===== config.mk =====
export PLATFORM = sky130hd
export DESIGN_NAME = dmaFifo
export DESIGN_NICKNAME = d
export VERILOG_FILES = /design/src/rtl/dmaFifoPkg.sv /design/src/rtl/fifoControl.sv /design/src/rtl/fifoStorage.sv /design/src/rtl/dmaFifo.sv
export VERILOG_INCLUDE_DIRS = /design/src /design/src/rtl
export SDC_FILE = /design/constraint.sdc
export NUM_CORES = 1
export LEC_CHECK = 0
export BUFFER_PORTS_ARGS = -buffer_cell sky130_fd_sc_hd__buf_4
export CORE_ASPECT_RATIO = 1.4
export CORE_MARGIN = 1
export CORE_UTILIZATION = 36
export CTS_CLUSTER_DIAMETER = 40
export DETAILED_ROUTE_END_ITERATION = 16
export HOLD_SLACK_MARGIN = 0.06
export PLACE_DENSITY_LB_ADDON = 0.15
export SLEW_MARGIN = 20
export SYNTH_ARGS = -nofsm -noshare
export SYNTH_HDL_FRONTEND = slang
export SYNTH_SLANG_ARGS = --single-unit

===== constraint.sdc =====
create_clock -name clkin -period 5.5 [get_ports clkin]
set_input_delay 0.55 -clock clkin [delete_from_list [all_inputs] [get_ports clkin]]
set_output_delay 0.55 -clock clkin [all_outputs]
set_load 0.03 [all_outputs]

===== src/rtl/dmaFifo_defs.svh =====
`ifndef DMAFIFO_DEFS_SVH
`define DMAFIFO_DEFS_SVH

// number of entries in the array
// power of two so the pointers wrap on their own
`define FIFO_DEPTH 16

// width of the default payload word
`define FIFO_DATA_WIDTH 32

// almostEmpty is high at or below this count
`define FIFO_AE_THRESHOLD (`FIFO_DEPTH / 4)

// almostFull is high at or above this count
// two slots of slack for the writer
`define FIFO_AF_THRESHOLD (`FIFO_DEPTH - 2)

`endif


===== src/rtl/dmaFifoPkg.sv =====
`default_nettype none

package dmaFifoPkg;

`include "dmaFifo_defs.svh"

   // address bits for one array entry
   localparam int PTR_WIDTH = $clog2(`FIFO_DEPTH);

   // default payload carried by the DMA FIFO
   typedef logic [`FIFO_DATA_WIDTH-1:0] dataWord_t;

   // read or write address into the array
   typedef logic [PTR_WIDTH-1:0] ptr_t;

   // entry count, one extra bit so a full FIFO fits
   typedef logic [PTR_WIDTH:0] count_t;

endpackage

`default_nettype wire


===== src/rtl/fifoControl.sv =====
`default_nettype none

`include "dmaFifo_defs.svh"

module fifoControl (
   input  logic              clkin,
   input  logic              reset_n,
   input  logic              syncReset_n,
   input  logic              wrEn,
   input  logic              rdEn,
   output dmaFifoPkg::ptr_t  wrPtr,
   output dmaFifoPkg::ptr_t  rdPtr,
   output logic              memWrite,
   output logic              headFromInput,
   output logic              headFromMem,
   output logic              clearHead,
   output logic              empty,
   output logic              almostEmpty,
   output logic              full,
   output logic              almostFull
);

   // flag limits in the width of the count
   localparam dmaFifoPkg::count_t DEPTH_COUNT = dmaFifoPkg::count_t'(`FIFO_DEPTH);
   localparam dmaFifoPkg::count_t AE_COUNT = dmaFifoPkg::count_t'(`FIFO_AE_THRESHOLD);
   localparam dmaFifoPkg::count_t AF_COUNT = dmaFifoPkg::count_t'(`FIFO_AF_THRESHOLD);

   dmaFifoPkg::count_t entryCount;
   dmaFifoPkg::count_t nextCount;
   logic               countIsZero;
   logic               countIsOne;
   logic               advanceRd;

   assign countIsZero = (entryCount == '0);
   assign countIsOne = (entryCount == dmaFifoPkg::count_t'(1));

   // the in-band clear also wipes the head word in storage
   assign clearHead = ~syncReset_n;

   // array write follows the strobe
   // a clear in the same cycle drops the word
   assign memWrite = wrEn & syncReset_n;

   // bypass into the head
   // either nothing is queued, or the only word leaves this cycle
   assign headFromInput = wrEn & (countIsZero | (rdEn & countIsOne));

   // otherwise refill the head from the array on a pop
   // an empty FIFO keeps sampling the array at rdPtr
   assign headFromMem = ~headFromInput & (rdEn | countIsZero);

   // rdPtr always names the word behind the head
   // it moves whenever a word leaves the array for the head
   always_comb begin
      advanceRd = 1'b0;
      if (rdEn && (entryCount > dmaFifoPkg::count_t'(1))) begin
         advanceRd = 1'b1;
      end else if (wrEn && countIsZero) begin
         advanceRd = 1'b1;
      end else if (rdEn && wrEn && countIsOne) begin
         advanceRd = 1'b1;
      end
   end

   // count after this edge
   // clear wins over both strobes
   always_comb begin
      nextCount = entryCount;
      if (!syncReset_n) begin
         nextCount = '0;
      end else begin
         case ({wrEn, rdEn})
            2'b10: nextCount = entryCount + dmaFifoPkg::count_t'(1);
            2'b01: nextCount = entryCount - dmaFifoPkg::count_t'(1);
            default: nextCount = entryCount;
         endcase
      end
   end

   // write pointer
   always_ff @(posedge clkin) begin
      if (!reset_n) begin
         wrPtr <= '0;
      end else if (!syncReset_n) begin
         wrPtr <= '0;
      end else if (wrEn) begin
         wrPtr <= wrPtr + dmaFifoPkg::ptr_t'(1);
      end
   end

   // read pointer
   always_ff @(posedge clkin) begin
      if (!reset_n) begin
         rdPtr <= '0;
      end else if (!syncReset_n) begin
         rdPtr <= '0;
      end else if (advanceRd) begin
         rdPtr <= rdPtr + dmaFifoPkg::ptr_t'(1);
      end
   end

   // entry count, head word included
   always_ff @(posedge clkin) begin
      if (!reset_n) begin
         entryCount <= '0;
      end else begin
         entryCount <= nextCount;
      end
   end

   // status flags
   // all four come from the same next count so they never disagree
   always_ff @(posedge clkin) begin
      if (!reset_n) begin
         empty <= 1'b1;
         almostEmpty <= 1'b1;
         full <= 1'b0;
         almostFull <= 1'b0;
      end else begin
         empty <= (nextCount == '0);
         almostEmpty <= (nextCount <= AE_COUNT);
         full <= (nextCount == DEPTH_COUNT);
         almostFull <= (nextCount >= AF_COUNT);
      end
   end

endmodule

`default_nettype wire


===== src/rtl/fifoStorage.sv =====
`default_nettype none

`include "dmaFifo_defs.svh"

module fifoStorage #(
   parameter type payload_t = dmaFifoPkg::dataWord_t
) (
   input  logic             clkin,
   input  logic             reset_n,
   input  logic             memWrite,
   input  logic             headFromInput,
   input  logic             headFromMem,
   input  logic             clearHead,
   input  dmaFifoPkg::ptr_t wrPtr,
   input  dmaFifoPkg::ptr_t rdPtr,
   input  payload_t         dataIn,
   output payload_t         dataOut
);

   // entry array, distributed RAM sized
   payload_t memArray [`FIFO_DEPTH];

   // oldest word, always presented on the output
   payload_t headWord;
   payload_t memRead;

   // asynchronous read of the next word behind the head
   assign memRead = memArray[rdPtr];

   // array write port
   always_ff @(posedge clkin) begin
      if (memWrite) begin
         memArray[wrPtr] <= dataIn;
      end
   end

   // head register
   // source is chosen by the control block, clear first
   always_ff @(posedge clkin) begin
      if (!reset_n) begin
         headWord <= '0;
      end else if (clearHead) begin
         headWord <= '0;
      end else if (headFromInput) begin
         headWord <= dataIn;
      end else if (headFromMem) begin
         headWord <= memRead;
      end
   end

   assign dataOut = headWord;

endmodule

`default_nettype wire


===== src/rtl/dmaFifo.sv =====
`default_nettype none

module dmaFifo #(
   parameter type payload_t = dmaFifoPkg::dataWord_t
) (
   input  logic     clkin,
   input  logic     reset_n,
   input  logic     syncReset_n,
   input  logic     wrEn,
   input  payload_t dataIn,
   input  logic     rdEn,
   output payload_t dataOut,
   output logic     empty,
   output logic     almostEmpty,
   output logic     full,
   output logic     almostFull
);

   // control to storage
   dmaFifoPkg::ptr_t wrPtr;
   dmaFifoPkg::ptr_t rdPtr;
   logic             memWrite;
   logic             headFromInput;
   logic             headFromMem;
   logic             clearHead;

   // pointers, count, flags and head source select
   fifoControl control (
      .clkin         (clkin),
      .reset_n       (reset_n),
      .syncReset_n   (syncReset_n),
      .wrEn          (wrEn),
      .rdEn          (rdEn),
      .wrPtr         (wrPtr),
      .rdPtr         (rdPtr),
      .memWrite      (memWrite),
      .headFromInput (headFromInput),
      .headFromMem   (headFromMem),
      .clearHead     (clearHead),
      .empty         (empty),
      .almostEmpty   (almostEmpty),
      .full          (full),
      .almostFull    (almostFull)
   );

   // array and head word
   // payload type passed straight down
   fifoStorage #(
      .payload_t (payload_t)
   ) storage (
      .clkin         (clkin),
      .reset_n       (reset_n),
      .memWrite      (memWrite),
      .headFromInput (headFromInput),
      .headFromMem   (headFromMem),
      .clearHead     (clearHead),
      .wrPtr         (wrPtr),
      .rdPtr         (rdPtr),
      .dataIn        (dataIn),
      .dataOut       (dataOut)
   );

endmodule

`default_nettype wire


==> Word-level counts from Yosys, hierarchy flattened <==
Memory sizes are Yosys's and may differ from the RTL's. A register that Yosys moved wholly into a read port is not among the register bits.
Index checks and enable logic that the tools add are counted.
{ "totals": {"ff_bits": 49, "ram_bits": 512, "in_bits": 37, "out_inout_bits": 36, "word_cells": 46, "n_memories": 1} }
{ "op_classes": {"n_addsub": 4, "magnitude_cmp": 3, "n_eq_ne": 4, "n_mux": 11, "n_bitwise": 7, "reduce_logical": 8} }
{ "mem_list": {"columns": ["name", "depth", "width", "rd", "rd_ports_with_merged_regs", "wr", "line", "source"], "rows": [
  ["storage.memArray", 16, 32, 1, 1, 1, "fifoStorage.sv:21", "payload_t memArray [`FIFO_DEPTH];"]
]} }
{ "ops": {"columns": ["cell", "count"], "rows": [
  ["32-bit 2-to-1 mux", 2],
  ["5-bit zero test", 2],
  ["5-bit case mux with 2 select lines", 1],
  ["4-bit by 1-bit adder with 4-bit output (second input constant)", 2],
  ["4-bit 2-to-1 mux", 2],
  ["5-bit by 1-bit adder with 5-bit output (second input constant)", 1],
  ["5-bit by 1-bit equality test with 1-bit output (second input constant)", 1],
  ["5-bit equality test (second input constant)", 1],
  ["5-bit by 4-bit >= comparator with 1-bit output (second input constant)", 1],
  ["5-bit by 1-bit greater-than comparator with 1-bit output (second input constant)", 1],
  ["5-bit by 3-bit <= comparator with 1-bit output (second input constant)", 1],
  ["1-bit 2-to-1 mux", 5],
  ["5-bit 2-to-1 mux", 1],
  ["5-bit by 1-bit subtractor with 5-bit output (second input constant)", 1],
  ["1-bit bitwise AND", 4],
  ["1-bit logical AND", 4],
  ["2-bit by 1-bit equality test with 1-bit output (second input constant)", 1],
  ["2-bit equality test (second input constant)", 1],
  ["1-bit OR", 2],
  ["2-bit AND reduction", 1],
  ["2-bit nonzero test", 1],
  ["1-bit inverter", 1]
]} }

==> Logic depth before layout (Yosys ltp) <==
Gate-level depths: netlist (run 1).
{ "depth": {"depth_word": 8, "depth_mapped": 8, "mapped_depth_nobuf": 7} }

==> Cells and area by module <==
A second synthesis (run 1) with hierarchy kept.
{ "unflattened": {"hier_cells": 1073, "hier_area_um2": 21739.6} }
{ "by_module_without_submodules": {"columns": ["mod", "n_inst", "cells_per_inst", "area_each_um2", "seq_area_each_um2"], "rows": [
  ["fifoStorage", 1, 962, 20784.9, 16015.4],
  ["fifoControl", 1, 111, 954.7, 340.3]
]} }

==> Worst setup path after synthesis (run 1) <==
No wires, ideal clock.
{ "synth_timing": {"kind": "input -> register", "from": "input wrEn", "to": "memory storage.memArray[0][0] (netlist name), enable pin", "setup_time_ps": 421, "arrival_ps": 2598, "required_ps": 5079, "slack_ps": 2481, "stages": 4, "n_path_buf": 1, "cell_sequence": "buf_2 inv_1 or3_1 nor2_1"} }
{ "synth_between": {"elab_chain_cells": 3} }
{ "synth_lines": {"columns": ["element", "line", "source"], "rows": [
  ["start, declared", "dmaFifo.sv:9", "input logic wrEn,"],
  ["1-bit bitwise AND", "fifoControl.sv:42", "assign memWrite = wrEn & syncReset_n;"],
  ["1-bit 2-to-1 mux", "fifoStorage.sv:32", "if (memWrite) begin"],
  ["1-bit 2-to-1 mux (not written as such)", "fifoStorage.sv:33", "memArray[wrPtr] <= dataIn;"],
  ["end, declared", "fifoStorage.sv:21", null]
]} }
Every way passes these cells.

==> Worst setup path in the final report (run 1) <==
{ "layout_timing": {"from": "register control.entryCount[0]", "to": "register storage.headWord, in the netlist storage.dataOut[23]"} }
{ "layout_between": {"elab_chain_cells": 7, "word_cells_on_any_way": 10, "classes_between": "eq/ne (1); mux (1); bitwise (6); reduce/logical (2)"} }
{ "layout_lines": {"columns": ["element", "line", "source"], "rows": [
  ["start, declared", "fifoControl.sv:28", "dmaFifoPkg::count_t entryCount;"],
  ["start signal, assigned", "fifoControl.sv:107", "entryCount <= nextCount;"],
  ["5-bit by 1-bit equality test with 1-bit output", "fifoControl.sv:35", "assign countIsOne = (entryCount == dmaFifoPkg::count_t'(1));"],
  ["1-bit bitwise AND", "fifoControl.sv:46", "assign headFromInput = wrEn & (countIsZero | (rdEn & countIsOne));"],
  ["1-bit OR", "fifoControl.sv:46", null],
  ["1-bit bitwise AND", "fifoControl.sv:46", null],
  ["1-bit inverter", "fifoControl.sv:50", "assign headFromMem = ~headFromInput & (rdEn | countIsZero);"],
  ["1-bit bitwise AND", "fifoControl.sv:50", null],
  ["2-bit nonzero test (no line)", null, null],
  ["end signal, assigned", "fifoStorage.sv:45", "headWord <= dataIn;"],
  ["end signal, assigned", "fifoStorage.sv:47", "headWord <= memRead;"],
  ["end, declared", "fifoStorage.sv:24", "payload_t headWord;"]
]} }
Parallel ways exist; a longest one is shown, timed or not.
A chain may end at the register's enable or synchronous reset.

==> run metrics, run 1 <==
min Tclk post-route between 3 and 4 ns; crit-path cells inv_1, ha_1, nor3b_2, a21oi_4, buf_4, or3_2, o22ai_1; CTS Sinks 565; Die Width 210 microns; syn nets 1112; Hold Violations, Final 0; largest net degree at the start of global routing 67; Area contributors post-synth edfxtp_1, mux4_2, dfxtp_1, mux2_2, mux2i_1; synthesized area 21800 sq um; count of cell types in the netlist 45; ratio of cells with drive above 1 in the final layout 0.334; Post-Synth XOR/XNOR Area 0.00241; Slew HR 0.248; Buffers & Inverters on Critical Path 2; number of I/O port buffers 72; fin. max-slew vios 0; LEAKAGE 8.06 nW; run status completed; routability cong. 0.708; Top delay family on crit path simple AND/OR/NAND/NOR gates; main combinational cell family by area after synthesis multiplexers; Worst path depth 7; Yosys reg bits between 500 and 600; die height 293 microns; Critical path origin control.entryCount[0]; core footprint roughly 60000 sq um; initial drt markers 750; Synth Area in Compound Gates 0.0365; TritonCTS Buffers 74; setup bufs post-CTS 0; Initial Util 0.364; n_diodes 0; simple-gate share of the synthesized area 0.0194; Main synth FF type edfxtp_1; top cell type's share of synthesized area 0.706; TritonCTS clock tree done; area leader, netlist edfxtp_1; # placed instances 1912; FILL cells around 5200; Clock Root Buffer clkbuf_16; routed vias 10636; fmax 328 MHz; CTS clk-pin slew, worst paths roughly 0.060 ns; fraction of registers with async set/reset 0; RSZ-0062 raised after global routing no; Total GRT Usage 0.176; DRT Pass-1 Iters 6; Worst Setup Path Type reg2reg; Startpoint Class flop; Worst Path Max Fanout 33; CP Capture Type flop; num ports 73; register area share after synthesis 0.754; antenna viol nets, final 0; fin nets about 1200; worst skew pair latency 0.61 ns; clock buffer depth 3; FF-to-FF End storage.dataOut[23]; Syn Area/Cell 20.5 sq um; Final setup viols 0; mux share of post-synthesis cell area 0.165; Adder-Cell Fraction of Synth Area 0.00632; DRC 0; Pwr Density 381 nW/um^2; Clock Skew 0.0227 ns; WL final 52400 microns; Crit path largest cell delay about 0.96 ns; Yosys warning count 0; hpwl dp around 28000 microns; worst r2r src control.entryCount[0]; CP Data Required Time 5.94 ns; placement row count 106; Worst R2R Path Depth 7; total grt overflow 0; WL/cell 25.6 microns; FF-to-FF setup slack 2.45 ns; worst ir drop on vdd 0.263 mV; Worst Hold Class in2reg; crit share post-route 0.554; area delta synth->final 18.9%; initial antenna violation count 1; CTS resizes 0; Finished Layout Cells a little over 2000; EDFF count, synth 512; H-Tree Depth 3; Max Cap Viol 0; Arrival @ worst endpoint between 3 and 4 ns; Worst Tran Pin Value 1.12 ns; first-pass GRT wire length 78200 microns; Worst path slowest cell or3_2; TNS Setup 0 ns; area of the die 61500 sq um; DR vias/cell 5.19; Mapped Cells roughly 1100; hold_buf cts 0; vias in the first global route 11677; critical path endpoint storage.dataOut[23]
-- through the flow --
stage          setup slack [ns]   util  hold slack (ns)  total power, mW  area [sq um]
3_5_place_dp               2.46  0.393            0.482             5.29         23500
2_1_floorplan              2.48      -            0.459             5.09         21800
5_1_grt                    2.27  0.433            0.167             10.2         25900
4_1_cts                    2.44  0.433            0.141             9.96         25900
3_3_place_gp               2.49  0.392            0.471             5.28         23400
6_report                   2.45  0.433            0.170             9.86         25900
-- synthesized netlist by cell type, types with 7 or more instances --
library cell  instances
nor2_1               26
a21oi_1               7
mux2i_1              35
buf_2                33
mux2_2               33
nand2_1              38
clkbuf_1             20
dfxtp_1              53
mux4_2              128
edfxtp_1            512
ha_1                 11
o22ai_1              32
a22oi_1              33
inv_1                11
o21ai_0              36
-- flip-flops by register name (all words and copies together), names as in the netlist, named ones only --
name	cells
storage.memArray	512
storage.dataOut	32
control.entryCount	5
control.rdPtr	4
control.wrPtr	4
control.almostEmpty	1
control.almostFull	1
control.empty	1
control.full	1
-- kinds of logic after synthesis --
logic type / after synthesis
flip-flops: 565
multiplexers: 196
AO/OA/AOI/OAI: 123
AND/OR/NAND/NOR: 90
buffers and inverters: 73
adder cells (fa/ha/maj): 11
XOR/XNOR: 6
-- metal layers --
metal  wire [microns]  track usage  vias up
met5               13            0        -
met1            22600        0.230     5686
li1                 -            -     4636
met2            26400        0.296      237
met4             1030       0.0589        2
met3             2420       0.0317       75
-- how the worst min path moves through the flow --
stage / start / to / cells after the start
6_report: reset_n / control.empty / 2
5_1_grt: reset_n / control.empty / 2
4_1_cts: reset_n / control.empty / 2
3_5_place_dp: control.rdPtr[3] / flop / 2
3_3_place_gp: control.rdPtr[3] / flop / 2
2_1_floorplan: control.rdPtr[3] / flop / 2
-- cells in the final DEF, fill, tap and decap left out, drive strengths merged, types with 2 or more instances in the layout --
master	n
o21ai	37
nand2	38
a21oi	7
inv	25
nor2	26
and2	4
ha	11
xnor2	2
clkinv	25
edfxtp	512
o21bai	3
a22oi	33
dfxtp	53
bufinv	4
xor2	4
mux4	128
nor3b	2
and3	2
mux2	33
a31oi	2
mux2i	35
nand3	2
o22ai	32
nand4	3
clkinvlp	6
or3	3
nor2b	2
nand3b	2
clkbuf	87
buf	100
nor3	5
-- power by group --
part	total [mW]	internal (mW)	switching, mW	leakage [nW]
combinational	0.430	0.176	0.253	1.84
clock	4.67	2.76	1.91	1.17
sequential	4.76	4.72	0.0397	5.05
total	9.86	7.66	2.20	8.06
-- final cells by class --
class,instances,area [sq um],share of cell area
well taps,810,1010,0.0391
clock buffers,87,1930,0.0746
multi-input cells,426,5150,0.199
inverters,11,41.3,0.00159
clock inverters,49,483,0.0186
repair buffers,100,828,0.0320
flip-flops and latches,565,16400,0.635
No activity file was read; power rests on OpenSTA's default activity.
==> run 2, diff against run 1 <==
Settings changed: ABC_AREA set to 1.
Clock period 5.5 ns to 2.56 ns, I/O delays scaled along.
==> run metrics, run 2 <==
run status completed; LEAKAGE 11.7 nW; top cell type's share of synthesized area 0.635; Startpoint Class flop; CP Data Required Time approximately 3.0 ns; Clock Root Buffer clkbuf_16; crit-path cells inv_1, ha_1, nand4_1, o21ai_2, inv_2, buf_12, nand3_1, nand2_1, a21oi_1; commonest cells in the netlist nand2_1, edfxtp_1, nand3_1; Mapped Cells ~2300; CTS clk-pin slew, worst paths ~0.06 ns; most common cell after layout, fill and taps aside nand2_1; grt met2 use 0.341; pre-CTS WS 0.661 ns; WL/cell 19.4 microns; hpwl dp 34100 microns; Critical path origin control.entryCount[0]; Final Util 0.427; Finished Layout Cells 3370; setup bufs post-CTS 0; DRC 0; fmax 527 MHz; fin nets 2506; WL final 65200 microns; crit share post-route 0.742; Yosys warning count 0; Worst Path Max Fanout 64; area leader, netlist edfxtp_1; fraction of registers with async set/reset 0; worst ir drop on vdd approximately 0.46 mV; TritonCTS Buffers 67; DR vias/cell 4.84; Pwr Density 760 nW/um^2; most frequent cells in the layout nand2_1, edfxtp_1, nand3_1; DRT Pass-1 Iters 5; Area contributors post-synth edfxtp_1, nand2_1, nand3_1, dfxtp_1, inv_1; synthesized area 24200 sq um; count of cell types in the netlist 33; FF-to-FF setup slack 0.66 ns; H-Tree Depth 3; Buffers & Inverters on Critical Path 3; largest net degree at the start of global routing 137; vias in the first global route 16312; worst setup slack after layout 0.661 ns; most frequent cell after synthesis nand2_1; Max Cap Viol 0; Die Width 221 microns; Top delay family on crit path buffers and inverters; M1 GR Usage 0.248; placed cell area 25800 sq um; # placed instances 3209; Hold Violations, Final 0; TNS Setup 0 ns; syn nets 2394; TritonCTS clock tree done; Total Power approximately 22 mW; CTS Sinks 565; clock buffer depth 3; CP Capture Type flop; Final setup viols 0; Worst Setup Path Type reg2reg; core footprint 66600 sq um; area delta synth->final 17.5%; initial drt markers 1143; met3 GRT Util 0.0279; RSZ-0062 raised after global routing no; placement row count 112; Crit path largest cell delay 0.43 ns; ratio of cells with drive above 1 in the final layout 0.110; antenna viol nets, final 0; fin. max-slew vios 0; Clock Skew about 0.022 ns; num ports 73; max reg flops 512; Worst Hold Class in2reg; Main synth FF type edfxtp_1; final instance area ~28000 sq um; EDFF count, synth a little over 500; critical path endpoint storage.dataOut[2]; Syn Area/Cell between 10 and 15 sq um; routability cong. 0.764; initial antenna violation count 2; Largest Register storage.memArray; FF-to-FF End storage.dataOut[2]; first-pass GRT wire length 100000 microns; Arrival @ worst endpoint 2.36 ns; min Tclk post-route 1.90 ns; Worst path slowest cell dfxtp_1; Yosys reg bits 565; CTS resizes 0; routed vias about 16000; register area share after synthesis 0.679; hold_ws about 0.24 ns; die height between 300 and 400 microns; total grt overflow 0; worst r2r src control.entryCount[0]; area of the die 68300 sq um; hold_buf cts 35; worst skew pair latency 0.61 ns; number of I/O port buffers 72; Slew HR 0.488; Worst Tran Pin Value 0.769 ns; Worst path depth 9; Total GRT Usage 0.195; Worst R2R Path Depth 9; Initial Util 0.364; grt peak-use layer met2
run 2: cell count changes in the layout (fill, tap and decap cells not counted), sizes merged, moves of 35 or more:
cell and change:
a21oi +37, dlygate4sd3 +35, inv +276, mux2i -35
mux4 -128, nand2 +795, nand3 +366
run 2: logic make-up (layout without fill, tap and decap cells):
kind of cell             Yosys count  in the layout  synth area share
AND/OR/NAND/NOR                 1268           1268             0.220
flip-flops                       565            565             0.679
buffers and inverters            408            575            0.0751
AO/OA/AOI/OAI                     92             92            0.0199
adder cells (fa/ha/maj)           11             11           0.00569
XOR/XNOR                           2              2          0.000724
other                              0              2                 0
run 2: where the power goes:
group / total, mW / internal (mW) / switching (mW)
clock: 9.71 / 5.74 / 3.97
sequential: 10.2 / 10.1 / 0.0648
combinational: 1.71 / 0.539 / 1.17
total: 21.6 / 16.4 / 5.21
run 2: area by class of cell:
cell class / instances / area, sq um
diodes: 2 / 5.00
clock buffers: 83 / 1810
clock inverters: 41 / 448
fillers: 6217 / 38100
inverters: 287 / 1090
multi-input cells: 1373 / 6080
flip-flops and latches: 565 / 16400
well taps: 855 / 1070
repair buffers: 164 / 1510
run 2: worst min path at each step:
| stage | endpoint | start | cells after the start |
|---|---|---|---|
| final | flop | rdEn | 4 |
| after global routing | flop | rdEn | 4 |
| after CTS | flop | rdEn | 4 |
| after detailed placement | control.empty | reset_n | 2 |
| after global placement | flop | control.rdPtr[3] | 2 |
| after floorplan | control.almostEmpty | reset_n | 1 |
run 2: tightest hold or removal path, stage by stage:
cell and delay, ns:
buf_4 0.11, o211ai_1 0.09, nand2_1 0.21, o21a_1 0.14
run 2: metal layers:
metal  vias up  share of wire
li1       7939              -
met1      7889           0.44
met4         0          0.023
met3        99          0.043
met5         -              0
met2       388           0.50
